## src/uart_config.svh

```systemverilog
`ifndef UART_CONFIG_SVH
`define UART_CONFIG_SVH

// frame format, fixed for the whole design
`define UART_DATA_WIDTH   8    // data bits per frame
`define UART_PARITY_ODD   0    // 0 even, 1 odd

// bit timing in tx_clk cycles
`define UART_CLKS_PER_BIT 8    // cycles per serial bit, even so mid-bit is exact

// receive front end
`define UART_SYNC_STAGES  3    // flops between the line and the sampler

// start + data + parity + stop
`define UART_FRAME_BITS   (`UART_DATA_WIDTH + 3)

`endif

```

## src/uart_pkg.sv

```systemverilog
`include "uart_config.svh"

package uart_pkg;

	// field view of one frame, start bit sits at bit 0 so it leaves first
	typedef struct packed {
		logic                        stop_bit;    // always 1 on transmit
		logic                        parity_bit;  // per UART_PARITY_ODD
		logic [`UART_DATA_WIDTH-1:0] data;        // sent lsb first
		logic                        start_bit;   // always 0 on transmit
	} frame_fields_t;

	// same 11 bits seen as a shift register
	typedef union packed {
		frame_fields_t               fields;  // written when a word is loaded
		logic [`UART_FRAME_BITS-1:0] raw;     // shifted right once per bit period
	} frame_t;

	// sampler position inside a frame
	typedef enum logic [2:0] {
		RX_IDLE,    // waiting for a falling edge
		RX_START,   // counting to the middle of the start bit
		RX_DATA,    // one sample per data bit
		RX_PARITY,  // parity bit sample
		RX_STOP     // stop bit sample, then back to idle
	} rx_state_t;

endpackage

```

## src/rx_bit_if.sv

```systemverilog
`timescale 1ns/100ps

interface rx_bit_if;

	logic bit_strobe;   // high one cycle per sampled bit
	logic bit_value;    // line level taken at mid-bit
	logic frame_start;  // this strobe is the start bit
	logic frame_end;    // this strobe is the stop bit

	// sampler drives, deframer consumes, no back-pressure
	modport sampler (
		output bit_strobe, bit_value, frame_start, frame_end
	);

	modport deframer (
		input  bit_strobe, bit_value, frame_start, frame_end
	);

endinterface

```

## src/uart_tx.sv

```systemverilog
`timescale 1ns/100ps
`include "uart_config.svh"

module uart_tx (
	input  logic                        tx_clk,
	input  logic                        reset_tx,
	input  logic                        i_enable,      // request, taken only while idle
	input  logic [`UART_DATA_WIDTH-1:0] i_data,        // word to send, sampled with i_enable
	output logic                        o_busy,        // high for the whole frame
	output logic                        o_serial_out   // serial line, idles high
);

	localparam int CLK_W = $clog2(`UART_CLKS_PER_BIT);
	localparam int BIT_W = $clog2(`UART_FRAME_BITS + 1);

	uart_pkg::frame_t load_frame;   // frame built from i_data
	uart_pkg::frame_t tx_frame;     // remaining bits, bit 0 is on the line
	logic [CLK_W-1:0] clk_cnt;      // cycle within the current bit
	logic [BIT_W-1:0] bit_cnt;      // index of the bit on the line, 0 = start
	logic             bit_done;     // last cycle of the current bit
	logic             last_bit;     // stop bit is on the line
	logic             accept;       // enable seen while idle

	assign accept   = i_enable && !o_busy;
	assign bit_done = (clk_cnt == CLK_W'(`UART_CLKS_PER_BIT - 1));
	assign last_bit = (bit_cnt == BIT_W'(`UART_FRAME_BITS - 1));

	// fill the frame through its field view
	always_comb begin
		load_frame.fields.start_bit  = 1'b0;
		load_frame.fields.data       = i_data;
		load_frame.fields.parity_bit = (^i_data) ^ 1'(`UART_PARITY_ODD);  // odd flips it
		load_frame.fields.stop_bit   = 1'b1;
	end

	always_ff @(posedge tx_clk) begin
		if (reset_tx) begin
			o_busy       <= 1'b0;
			o_serial_out <= 1'b1;   // line idles at mark
			clk_cnt      <= '0;
			bit_cnt      <= '0;
		end else if (accept) begin
			o_busy       <= 1'b1;
			o_serial_out <= load_frame.raw[0];   // start bit from next cycle
			clk_cnt      <= '0;
			bit_cnt      <= '0;
		end else if (o_busy) begin
			clk_cnt <= bit_done ? '0 : clk_cnt + 1'b1;
			if (bit_done) begin
				if (last_bit) begin
					o_busy       <= 1'b0;   // 11 bits x 8 cycles done
					o_serial_out <= 1'b1;
					bit_cnt      <= '0;
				end else begin
					o_serial_out <= tx_frame.raw[1];   // next bit, lsb first
					bit_cnt      <= bit_cnt + 1'b1;
				end
			end
		end
	end

	// frame shifts right in step with o_serial_out
	always_ff @(posedge tx_clk) begin
		if (accept) begin
			tx_frame <= load_frame;
		end else if (o_busy && bit_done) begin
			tx_frame.raw <= tx_frame.raw >> 1;
		end
	end

	// between frames the line must sit at stop level
	a_idle_line_high: assert property (@(posedge tx_clk) disable iff (reset_tx)
		!o_busy |-> o_serial_out);

	a_bit_cnt_range: assert property (@(posedge tx_clk) disable iff (reset_tx)
		bit_cnt <= BIT_W'(`UART_FRAME_BITS));

endmodule

```

## src/rx_sampler.sv

```systemverilog
`timescale 1ns/100ps
`include "uart_config.svh"

module rx_sampler (
	input  logic      tx_clk,
	input  logic      reset_tx,
	input  logic      i_serial_in,   // line from the far end, unsynchronized
	rx_bit_if.sampler o_bits         // one strobe per bit period
);

	localparam int CLK_W  = $clog2(`UART_CLKS_PER_BIT);
	localparam int DATA_W = $clog2(`UART_DATA_WIDTH);

	logic [`UART_SYNC_STAGES-1:0] sync_q;   // synchronizer chain
	logic                         rx_sync;  // synchronized line
	logic                         rx_prev;  // rx_sync one cycle back
	logic                         start_edge;
	logic                         sample_tick;
	logic [CLK_W-1:0]             clk_cnt;  // position inside the bit
	logic [DATA_W-1:0]            data_cnt; // data bit being sampled
	uart_pkg::rx_state_t          state;

	assign rx_sync     = sync_q[`UART_SYNC_STAGES-1];
	assign start_edge  = rx_prev && !rx_sync;   // mark to space
	assign sample_tick = (clk_cnt == CLK_W'(`UART_CLKS_PER_BIT - 1));

	always_ff @(posedge tx_clk) begin
		if (reset_tx) begin
			sync_q  <= '1;   // assume idle line
			rx_prev <= 1'b1;
		end else begin
			sync_q  <= {sync_q[`UART_SYNC_STAGES-2:0], i_serial_in};
			rx_prev <= rx_sync;
		end
	end

	always_ff @(posedge tx_clk) begin
		if (reset_tx) begin
			state              <= uart_pkg::RX_IDLE;
			clk_cnt            <= '0;
			data_cnt           <= '0;
			o_bits.bit_strobe  <= 1'b0;
			o_bits.frame_start <= 1'b0;
			o_bits.frame_end   <= 1'b0;
		end else begin
			o_bits.bit_strobe  <= 1'b0;
			o_bits.frame_start <= 1'b0;
			o_bits.frame_end   <= 1'b0;
			clk_cnt            <= sample_tick ? '0 : clk_cnt + 1'b1;
			case (state)
				uart_pkg::RX_IDLE: begin
					if (start_edge) begin
						state   <= uart_pkg::RX_START;
						clk_cnt <= CLK_W'(`UART_CLKS_PER_BIT / 2);   // tick lands mid-bit
					end
				end
				uart_pkg::RX_START: begin
					if (sample_tick) begin
						if (rx_sync) begin
							state <= uart_pkg::RX_IDLE;   // glitch, nothing sent on
						end else begin
							state              <= uart_pkg::RX_DATA;
							data_cnt           <= '0;
							o_bits.bit_strobe  <= 1'b1;
							o_bits.frame_start <= 1'b1;
						end
					end
				end
				uart_pkg::RX_DATA: begin
					if (sample_tick) begin
						o_bits.bit_strobe <= 1'b1;
						data_cnt          <= data_cnt + 1'b1;
						if (data_cnt == DATA_W'(`UART_DATA_WIDTH - 1))
							state <= uart_pkg::RX_PARITY;
					end
				end
				uart_pkg::RX_PARITY: begin
					if (sample_tick) begin
						o_bits.bit_strobe <= 1'b1;
						state             <= uart_pkg::RX_STOP;
					end
				end
				uart_pkg::RX_STOP: begin
					if (sample_tick) begin
						o_bits.bit_strobe <= 1'b1;
						o_bits.frame_end  <= 1'b1;
						state             <= uart_pkg::RX_IDLE;   // rearm in mid stop bit
					end
				end
				default: state <= uart_pkg::RX_IDLE;
			endcase
		end
	end

	// level captured on every tick, only meaningful with bit_strobe
	always_ff @(posedge tx_clk) begin
		if (sample_tick)
			o_bits.bit_value <= rx_sync;
	end

	a_strobe_single: assert property (@(posedge tx_clk) disable iff (reset_tx)
		o_bits.bit_strobe |=> !o_bits.bit_strobe);

endmodule

```

## src/rx_deframer.sv

```systemverilog
`timescale 1ns/100ps
`include "uart_config.svh"

module rx_deframer (
	input  logic                        tx_clk,
	input  logic                        reset_tx,
	rx_bit_if.deframer                  i_bits,           // sampled bits from the front end
	output logic [`UART_DATA_WIDTH-1:0] o_received_data,  // held until the next valid
	output logic                        o_data_valid,     // one-cycle strobe per frame
	output logic                        o_rx_error        // parity or stop fault
);

	localparam int CNT_W = $clog2(`UART_DATA_WIDTH + 1);

	logic [`UART_DATA_WIDTH-1:0] data_sr;     // data bits, lsb arrives first
	logic [CNT_W-1:0]            bit_cnt;     // data bits taken so far
	logic                        parity_acc;  // xor of data and parity bits
	logic                        data_bit;    // next middle strobe is a data bit
	logic                        mid_bit;     // strobe between start and stop
	logic                        frame_bad;   // checked on the stop strobe

	assign data_bit  = (bit_cnt < CNT_W'(`UART_DATA_WIDTH));
	assign mid_bit   = i_bits.bit_strobe && !i_bits.frame_start && !i_bits.frame_end;
	// even parity leaves the xor at 0, odd at 1
	assign frame_bad = !i_bits.bit_value || (parity_acc != 1'(`UART_PARITY_ODD));

	always_ff @(posedge tx_clk) begin
		if (reset_tx) begin
			bit_cnt         <= '0;
			parity_acc      <= 1'b0;
			o_data_valid    <= 1'b0;
			o_rx_error      <= 1'b0;
			o_received_data <= '0;
		end else begin
			o_data_valid <= 1'b0;
			if (i_bits.bit_strobe && i_bits.frame_start) begin
				bit_cnt    <= '0;   // fresh frame
				parity_acc <= 1'b0;
			end else if (i_bits.bit_strobe && i_bits.frame_end) begin
				o_data_valid    <= 1'b1;
				o_received_data <= data_sr;
				o_rx_error      <= frame_bad;   // bit_value is the stop bit here
			end else if (mid_bit) begin
				parity_acc <= parity_acc ^ i_bits.bit_value;   // data and parity alike
				if (data_bit)
					bit_cnt <= bit_cnt + 1'b1;   // stops at data width for the parity bit
			end
		end
	end

	always_ff @(posedge tx_clk) begin
		if (mid_bit && data_bit)
			data_sr <= {i_bits.bit_value, data_sr[`UART_DATA_WIDTH-1:1]};
	end

	a_valid_pulse: assert property (@(posedge tx_clk) disable iff (reset_tx)
		o_data_valid |=> !o_data_valid);

endmodule

```

## src/uart_loopback.sv

```systemverilog
`timescale 1ns/100ps
`include "uart_config.svh"

module uart_loopback (
	input  logic                        tx_clk,
	input  logic                        reset_tx,
	input  logic                        i_enable,         // start a frame when not busy
	input  logic [`UART_DATA_WIDTH-1:0] i_data,
	output logic                        o_busy,
	output logic                        o_serial_out,     // transmit line
	input  logic                        i_serial_in,      // receive line, looped outside
	output logic [`UART_DATA_WIDTH-1:0] o_received_data,
	output logic                        o_data_valid,
	output logic                        o_rx_error
);

	rx_bit_if rx_bits ();   // sampler to deframer

	uart_tx u_tx (
		.tx_clk       (tx_clk),
		.reset_tx     (reset_tx),
		.i_enable     (i_enable),
		.i_data       (i_data),
		.o_busy       (o_busy),
		.o_serial_out (o_serial_out)
	);

	rx_sampler u_sampler (
		.tx_clk      (tx_clk),
		.reset_tx    (reset_tx),
		.i_serial_in (i_serial_in),
		.o_bits      (rx_bits)
	);

	rx_deframer u_deframer (
		.tx_clk          (tx_clk),
		.reset_tx        (reset_tx),
		.i_bits          (rx_bits),
		.o_received_data (o_received_data),
		.o_data_valid    (o_data_valid),
		.o_rx_error      (o_rx_error)
	);

endmodule

```

## config.mk

```make
export PLATFORM = sky130hd
export DESIGN_NAME = uart_loopback
export DESIGN_NICKNAME = d
export VERILOG_FILES = /design/src/uart_pkg.sv /design/src/rx_bit_if.sv /design/src/uart_tx.sv /design/src/rx_sampler.sv /design/src/rx_deframer.sv /design/src/uart_loopback.sv
export VERILOG_INCLUDE_DIRS = /design/src
export SDC_FILE = /design/constraint.sdc
export NUM_CORES = 1
export LEC_CHECK = 0
export BUFFER_PORTS_ARGS = -buffer_cell sky130_fd_sc_hd__buf_2
export CAP_MARGIN = 20
export CORE_MARGIN = 2
export CORE_UTILIZATION = 52
export DETAILED_ROUTE_END_ITERATION = 12
export GPL_ROUTABILITY_DRIVEN = 1
export PLACE_DENSITY = 0.85
export SLEW_MARGIN = 20
export SYNTH_ARGS = -nofsm -noshare
export SYNTH_HDL_FRONTEND = slang
export SYNTH_HIERARCHICAL = 1
export SYNTH_SLANG_ARGS = --single-unit
```

## constraint.sdc

```tcl
create_clock -name tx_clk -period 1.5 [get_ports tx_clk]
set_input_delay 0.15 -clock tx_clk [delete_from_list [all_inputs] [get_ports tx_clk]]
set_output_delay 0.15 -clock tx_clk [all_outputs]
set_load 0.02 [all_outputs]
```

Word-level counts from Yosys, hierarchy flattened
Cells that the tools add are included.
{"block": "op_classes", "n_shift": 0, "addsub": 5, "bitwise": 5, "n_div": 0, "n_mul": 0, "eq_ne": 15, "reduce_logical": 32, "order_cmp": 1, "muxes": 32}
{"cell": "$mux W3", "n": 13}
{"cell": "$mux W10", "n": 2}
{"cell": "$pmux W3 S5", "n": 1}
{"cell": "$eq A3 B3 Y1 const B", "n": 4}
{"cell": "$mux W1", "n": 12}
{"cell": "$ne A2 B1 Y1 const B", "n": 6}
{"cell": "$add A3 B1 Y3 const B", "n": 3}
{"cell": "$add A4 B1 Y4 const B", "n": 2}
{"cell": "$logic_and A1 B1 Y1", "n": 8}
{"cell": "$reduce_and A2 Y1", "n": 4}
{"cell": "$reduce_bool A2 Y1", "n": 4}
{"cell": "$reduce_or A2 Y1", "n": 4}
{"cell": "$reduce_xor A8 Y1", "n": 1}
{"cell": "$eq A3 B2 Y1 const B", "n": 2}
{"cell": "$pmux W3 S2", "n": 1}
{"cell": "$reduce_and A6 Y1", "n": 1}
{"cell": "$logic_not A1 Y1", "n": 5}
{"cell": "$eq A4 B4 Y1 const B", "n": 1}
{"cell": "$lt A4 B4 Y1 const B", "n": 1}
{"cell": "$mux W4", "n": 1}
{"cell": "$not A1 Y1", "n": 4}
{"cell": "$reduce_and A4 Y1", "n": 1}
{"cell": "$eq A3 B1 Y1 const B", "n": 1}
{"cell": "$logic_not A3 Y1", "n": 1}
{"cell": "7 further kinds", "n": 7}
{"block": "totals", "ramBits": 0, "reg_bits": 60, "latchBits": 0, "wordCells": 111, "n_memories": 0, "mem_bits_ro": 0}

Longest topological paths before layout
{"block": "logic_depth", "ltp_word": 5, "mapped_depth": 7, "ltp_nobuf": 6}

Cells and area by module
Netlist, hierarchy kept.
{"module": "uart_tx", "instances": 1, "cells_per_inst": 81, "area_per_inst_um2": 930.9}
{"module": "rx_deframer", "instances": 1, "cells_per_inst": 67, "area_per_inst_um2": 847.1}
{"module": "rx_sampler", "instances": 1, "cells_per_inst": 68, "area_per_inst_um2": 705.7}

Worst setup path before layout
No wires, ideal clock.
{"block": "synth_path", "path_type": "register -> register", "startpoint": "reg u_tx.clk_cnt[0]", "endpoint": "reg u_tx/tx_frame[1] (netlist name), enable pin", "arrival_time_ns": 1.249, "required_ns": 1.169, "slack_ns": -0.080, "setup_ns": 0.331, "stages_incl_launch_ff": 6, "period_less_slack_ns": 1.580, "cell_sequence": "dfxtp_1 -> ha_1 -> ha_1 -> buf_2 -> buf_2 -> a21o_1"}
{"block": "synth_via", "elab_chain_cells": 3}
{"element": "from (decl)", "line_no": "uart_tx.sv:18", "text": "logic [CLK_W-1:0] clk_cnt;"}
{"element": "from (signal assigned)", "line_no": "uart_tx.sv:48", "text": "clk_cnt <= bit_done ? '0 : clk_cnt + 1'b1;"}
{"element": "$eq A3 B3 Y1", "line_no": "uart_tx.sv:25", "text": "assign bit_done = (clk_cnt == CLK_W'(`UART_CLKS_PER_BIT - 1));"}
{"element": "$logic_and A1 B1 Y1", "line_no": "uart_tx.sv:66", "text": "end else if (o_busy && bit_done) begin"}
{"element": "$reduce_bool A2 Y1 (no line)"}
{"element": "to (signal assigned)", "line_no": "uart_tx.sv:65", "text": "tx_frame <= load_frame;"}
{"element": "to (decl)", "line_no": "uart_tx.sv:17", "text": "uart_pkg::frame_t tx_frame;"}
Every way passes these cells.
A chain may end at the register's enable or synchronous reset.

Worst setup path in the final report
{"block": "layout_path", "startpoint": "reg u_sampler.clk_cnt[0]", "endpoint": "reg u_sampler.data_cnt[0]"}
{"block": "layout_via", "elab_chain_cells": 3, "word_cells_on_any_way": 4, "cone_classes": "eq/ne: 3; reduce/logical: 1"}
{"element": "from (decl)", "line_no": "rx_sampler.sv:19", "text": "logic [CLK_W-1:0] clk_cnt;"}
{"element": "from (signal assigned)", "line_no": "rx_sampler.sv:49", "text": "clk_cnt <= sample_tick ? '0 : clk_cnt + 1'b1;"}
{"element": "from (signal assigned)", "line_no": "rx_sampler.sv:54", "text": "clk_cnt <= CLK_W'(`UART_CLKS_PER_BIT / 2);"}
{"element": "$eq A3 B3 Y1 (*)", "line_no": "rx_sampler.sv:25", "text": "assign sample_tick = (clk_cnt == CLK_W'(`UART_CLKS_PER_BIT - 1));"}
{"element": "named net u_sampler.sample_tick", "line_no": "rx_sampler.sv:18", "text": "logic sample_tick;"}
{"element": "$ne A2 B1 Y1 (no line)"}
{"element": "$reduce_and A4 Y1 (no line) (*)"}
{"element": "to (signal assigned)", "line_no": "rx_sampler.sv:72", "text": "data_cnt <= data_cnt + 1'b1;"}
{"element": "to (decl)", "line_no": "rx_sampler.sv:20", "text": "logic [DATA_W-1:0] data_cnt;"}
Mark *: on every way through the listed nets, which the timed path passes. The rest lies on a longest branch.

==> impl_results.html <==
<table>
<tr><th>Metric</th><th>Value</th></tr>
<tr><th colspan="2">STA</th></tr>
<tr><td>Maximum operating frequency</td><td>~0.7 GHz</td></tr>
<tr><td>Number of max-slew violations in the final report</td><td>0</td></tr>
<tr><td>Total setup violations reported at the end of the flow</td><td>0</td></tr>
<tr><td>Slew at the pin closest to its max-slew limit</td><td>0.458 ns</td></tr>
<tr><td>Worst setup margin</td><td>0.0718 ns</td></tr>
<tr><td>Setup TNS after final layout</td><td>0 ns</td></tr>
<tr><td>Clock Skews</td><td>roughly 0.0098 ns</td></tr>
<tr><td>Normalized max-slew margin</td><td>0.694</td></tr>
<tr><td>Period Utilization, post-route</td><td>0.952</td></tr>
<tr><td>Crit path time final</td><td>1.43 ns</td></tr>
<tr><td>Final-report hold violation count</td><td>0</td></tr>
<tr><th colspan="2">Yosys</th></tr>
<tr><td>Average size of a mapped cell</td><td>11.5 sq um</td></tr>
<tr><td>Cells after synthesis</td><td>216</td></tr>
<tr><td>Netlist area before placement</td><td>2480 sq um</td></tr>
<tr><td>Cell type with the highest aggregate area in the netlist</td><td>sky130_fd_sc_hd__dfxtp_1</td></tr>
<tr><td>Count of flip-flops with a built-in enable after synthesis</td><td>18</td></tr>
<tr><td>Sequential fraction of the synthesis area</td><td>0.548</td></tr>
<tr><td>Async set-or-reset flop fraction in the synthesized netlist</td><td>0</td></tr>
<tr><td>Syn. warnings</td><td>6</td></tr>
<tr><td>Number of register bits inferred by synthesis</td><td>59</td></tr>
<tr><td>Top_reg_cell synth</td><td>sky130_fd_sc_hd__dfxtp_1</td></tr>
<tr><td>Top-area cell type share of the netlist area</td><td>0.330</td></tr>
<tr><td>Synth unique cells</td><td>53</td></tr>
<tr><td>Post-synth net total</td><td>236</td></tr>
<tr><td>Cell types with the largest area share after synthesis</td><td>sky130_fd_sc_hd__dfxtp_1 33%, sky130_fd_sc_hd__edfxtp_1 22%, sky130_fd_sc_hd__mux2i_1 5.2%</td></tr>
<tr><th colspan="2">Final layout</th></tr>
<tr><td>Area of all placed cells without fillers</td><td>2890 sq um</td></tr>
<tr><td>Area overhead of the layout relative to synthesis</td><td>16.5%</td></tr>
<tr><td>Layout cell share with drive strength beyond 1</td><td>0.258</td></tr>
<tr><td>Antenna Diode Count</td><td>0</td></tr>
<tr><td>Final Core Density</td><td>0.621</td></tr>
<tr><td>Layout net count</td><td>271</td></tr>
<tr><th colspan="2">Floorplan</th></tr>
<tr><td>Chip height</td><td>73.1 microns</td></tr>
<tr><td>Full die area</td><td>5350 sq um</td></tr>
<tr><td>Core area</td><td>4660 sq um</td></tr>
<tr><td>Rows</td><td>25</td></tr>
<tr><td>Die Span X</td><td>73.1 microns</td></tr>
<tr><td>Num ports</td><td>24</td></tr>
<tr><td>Starting Density</td><td>0.533</td></tr>
<tr><th colspan="2">Critical path</th></tr>
<tr><td>Launching element type of the critical path</td><td>register</td></tr>
<tr><td>Launching element of the worst setup path</td><td>u_sampler/clk_cnt[0]$_SDFF_PP0_</td></tr>
<tr><td>Crit path capture type</td><td>register</td></tr>
<tr><td>Register-to-register setup slack</td><td>around 0.072 ns</td></tr>
<tr><td>Data required time of the critical path</td><td>1.73 ns</td></tr>
<tr><td>Classification of the worst setup path</td><td>register to register</td></tr>
<tr><td>Critical path data arrival time</td><td>1.66 ns</td></tr>
<tr><td>Critical register-to-register path startpoint</td><td>u_sampler/clk_cnt[0]$_SDFF_PP0_</td></tr>
<tr><td>Crit Path Max Fanout</td><td>5</td></tr>
<tr><th colspan="2">Drt</th></tr>
<tr><td>Count of TritonRoute iterations in the first routing pass</td><td>4</td></tr>
<tr><td>DRC violation count after routing</td><td>0</td></tr>
<tr><td>Residual antenna-violating net count after detailed routing</td><td>0</td></tr>
<tr><td>Total wirelength of the detailed-routed design</td><td>4050 microns</td></tr>
<tr><td>Detailed router's first-iteration violation count</td><td>~120</td></tr>
<tr><td>Detailed-route wire length per cell</td><td>~13 microns</td></tr>
<tr><td>Via/cell ratio</td><td>5.42</td></tr>
<tr><td>Total number of vias</td><td>1680</td></tr>
<tr><th colspan="2">Placed design</th></tr>
<tr><td>Count of port buffers added during placement</td><td>23</td></tr>
<tr><td>Placement-stage worst setup slack</td><td>0.0343 ns</td></tr>
<tr><td>Placed instance area</td><td>around 2700 sq um</td></tr>
<tr><td>Routability congestion estimate</td><td>about 0.73</td></tr>
<tr><td>Placed wire-length estimate</td><td>between 2000 and 3000 microns</td></tr>
<tr><th colspan="2">Clocking</th></tr>
<tr><td>Clock tree root driver cell</td><td>sky130_fd_sc_hd__clkbuf_8</td></tr>
<tr><td>TritonCTS clock tree</td><td>built</td></tr>
<tr><td>Maximum level of the CTS H-tree</td><td>3</td></tr>
<tr><td>Skew-Pair Late Insertion Delay</td><td>around 0.33 ns</td></tr>
<tr><td>Inserted Clock Buffers</td><td>9</td></tr>
<tr><td>Clock slew at reported path FFs</td><td>about 0.060 ns</td></tr>
<tr><td>Number of buffers on the longest clock path</td><td>2</td></tr>
<tr><td>Num Clock Sinks</td><td>59</td></tr>
<tr><th colspan="2">Power and ir drop</th></tr>
<tr><td>Worst ir drop on vdd</td><td>0.000545 V</td></tr>
<tr><td>Post-layout total power</td><td>about 3.1 mW</td></tr>
<tr><td>PD cells</td><td>1080 nW/um^2</td></tr>
<tr><td>Static leakage power</td><td>roughly 1.2 nW</td></tr>
<tr><th colspan="2">Outcome</th></tr>
<tr><td>Status</td><td>finished clean</td></tr>
<tr><th colspan="2">Global routing</th></tr>
<tr><td>Residual overflow from global routing</td><td>0</td></tr>
<tr><td>Number of antenna violations at the first check in global routing</td><td>0</td></tr>
<tr><td>Number of global-route vias before repair</td><td>1507</td></tr>
<tr><td>GRT Util Overall</td><td>0.163</td></tr>
<tr><td>Maximum number of pins on one net before global-route repair</td><td>22</td></tr>
<tr><td>First-pass GRT wire length</td><td>6560 microns</td></tr>
<tr><th colspan="2">Hold path</th></tr>
<tr><td>Origin of the worst min-delay path</td><td>i_enable</td></tr>
<tr><td>Worst Hold Class</td><td>input port to register</td></tr>
<tr><th colspan="2">Job</th></tr>
<tr><td>Max-capacitance violation count</td><td>0</td></tr>
</table>
-- worst max-delay path, cell delays in order, from the launching register on --
cell and delay [ns]:
sky130_fd_sc_hd__dfxtp_1 0.31, sky130_fd_sc_hd__ha_1 0.19, sky130_fd_sc_hd__ha_2 0.18, sky130_fd_sc_hd__nor2b_2 0.18, sky130_fd_sc_hd__and3_1 0.17, sky130_fd_sc_hd__a2111oi_2 0.30
-- metrics by stage --
stage | hold slack, ns | cells
2_1_floorplan | 0.219 | 216
3_3_place_gp | 0.334 | 293
3_5_place_dp | 0.334 | 293
4_1_cts | 0.0551 | 310
5_1_grt | 0.0723 | 310
6_report | 0.0743 | 310
-- report_power, final --
group          leakage, nW  internal (mW)  total [mW]  switching [mW]
logic                0.568         0.0888       0.188          0.0993
registers            0.502           1.68        1.70          0.0199
clock network       0.0850          0.694        1.24           0.550
-- placed cells by master, fill, tap and decap left out, drive strengths merged, types with 2 or more instances in the layout --
master	instances
or2	6
nand2	8
dfxtp	41
a21o	3
xnor2	7
o21ai	3
a211oi	2
nor2b	6
nor3b	3
a32o	8
mux2i	13
edfxtp	18
inv	3
nand2b	3
nand3	5
ha	8
buf	35
nor2	27
xor2	2
clkbuf	16
a21oi	8
nor4b	3
a31oi	4
nor3	2
a2111oi	2
-- cells in the mapped netlist (2+ instances only) --
cell type / number
sky130_fd_sc_hd__xnor2_1: 7
sky130_fd_sc_hd__buf_4: 2
sky130_fd_sc_hd__nor4b_1: 2
sky130_fd_sc_hd__nand3_1: 4
sky130_fd_sc_hd__ha_1: 8
sky130_fd_sc_hd__a21o_1: 3
sky130_fd_sc_hd__nand2b_1: 3
sky130_fd_sc_hd__nor2_1: 27
sky130_fd_sc_hd__a32o_1: 8
sky130_fd_sc_hd__mux2i_1: 13
sky130_fd_sc_hd__buf_6: 2
sky130_fd_sc_hd__inv_1: 3
sky130_fd_sc_hd__or2_2: 5
sky130_fd_sc_hd__xor2_1: 2
sky130_fd_sc_hd__a21oi_1: 7
sky130_fd_sc_hd__clkbuf_1: 2
sky130_fd_sc_hd__buf_2: 6
sky130_fd_sc_hd__edfxtp_1: 18
sky130_fd_sc_hd__a211oi_1: 2
sky130_fd_sc_hd__nand2_1: 7
sky130_fd_sc_hd__nor2b_1: 6
sky130_fd_sc_hd__nor3b_1: 2
sky130_fd_sc_hd__o21ai_1: 3
sky130_fd_sc_hd__a31oi_1: 4
sky130_fd_sc_hd__dfxtp_1: 41
sky130_fd_sc_hd__nor3_1: 2
-- layout make-up --
class                           count  area [sq um]
Tap cell                           54          67.6
Multi-Input combinational cell    142          1070
Sequential cell                    59          1360
Inverter                            3          11.3
Timing Repair Buffer               36           215
Fill cell                         354          1770
Clock buffer                       16           170
-- kinds of logic after synthesis --
| family | Yosys count | synth area share |
|---|---|---|
| AO/OA/AOI/OAI | 39 | 0.120 |
| XOR/XNOR | 9 | 0.0317 |
| adder cells (fa/ha/maj) | 8 | 0.0403 |
| buffers and inverters | 15 | 0.0348 |
| flip-flops | 59 | 0.548 |
| multiplexers | 14 | 0.0569 |
| AND/OR/NAND/NOR | 72 | 0.168 |
-- path summary, 6_finish.rpt --
| kind | end | depth (start not counted) |
|---|---|---|
| worst max-delay path | u_sampler/data_cnt[0]$_SDFFE_PP0P_ | 5 |
| worst min register to register | u_sampler/sync_q[1]$_SDFF_PP1_ | 1 |
| worst min-delay path | u_tx/o_busy$_SDFF_PP0_ | 2 |
| worst max register to register | u_sampler/data_cnt[0]$_SDFFE_PP0P_ | 5 |
-- state kept, by name (all words and copies together), names as in the netlist, 3 cells and up --
name,cells
u_tx/tx_frame,10
u_deframer/data_sr,8
u_deframer/o_received_data,8
u_deframer/bit_cnt,4
u_tx/bit_cnt,4
u_sampler/clk_cnt,3
u_sampler/data_cnt,3
u_sampler/state,3
u_sampler/sync_q,3
u_tx/clk_cnt,3
-- repair_timing --
action                     4_1_cts  5_1_grt
resized for setup                0        5
hold endpoints to repair         1        0
setup buffers                    0        0
setup endpoints to repair        0       20
hold buffers                     1        0
-- layer usage --
layer,track usage,vias to the layer above,part of all wire
met2,0.242,39,0.47
met3,0.0649,11,0.049
li1,-,853,-
met1,0.204,777,0.45
met5,0,-,0
met4,0.0823,0,0.024
No activity file was read; power rests on OpenSTA's default activity.
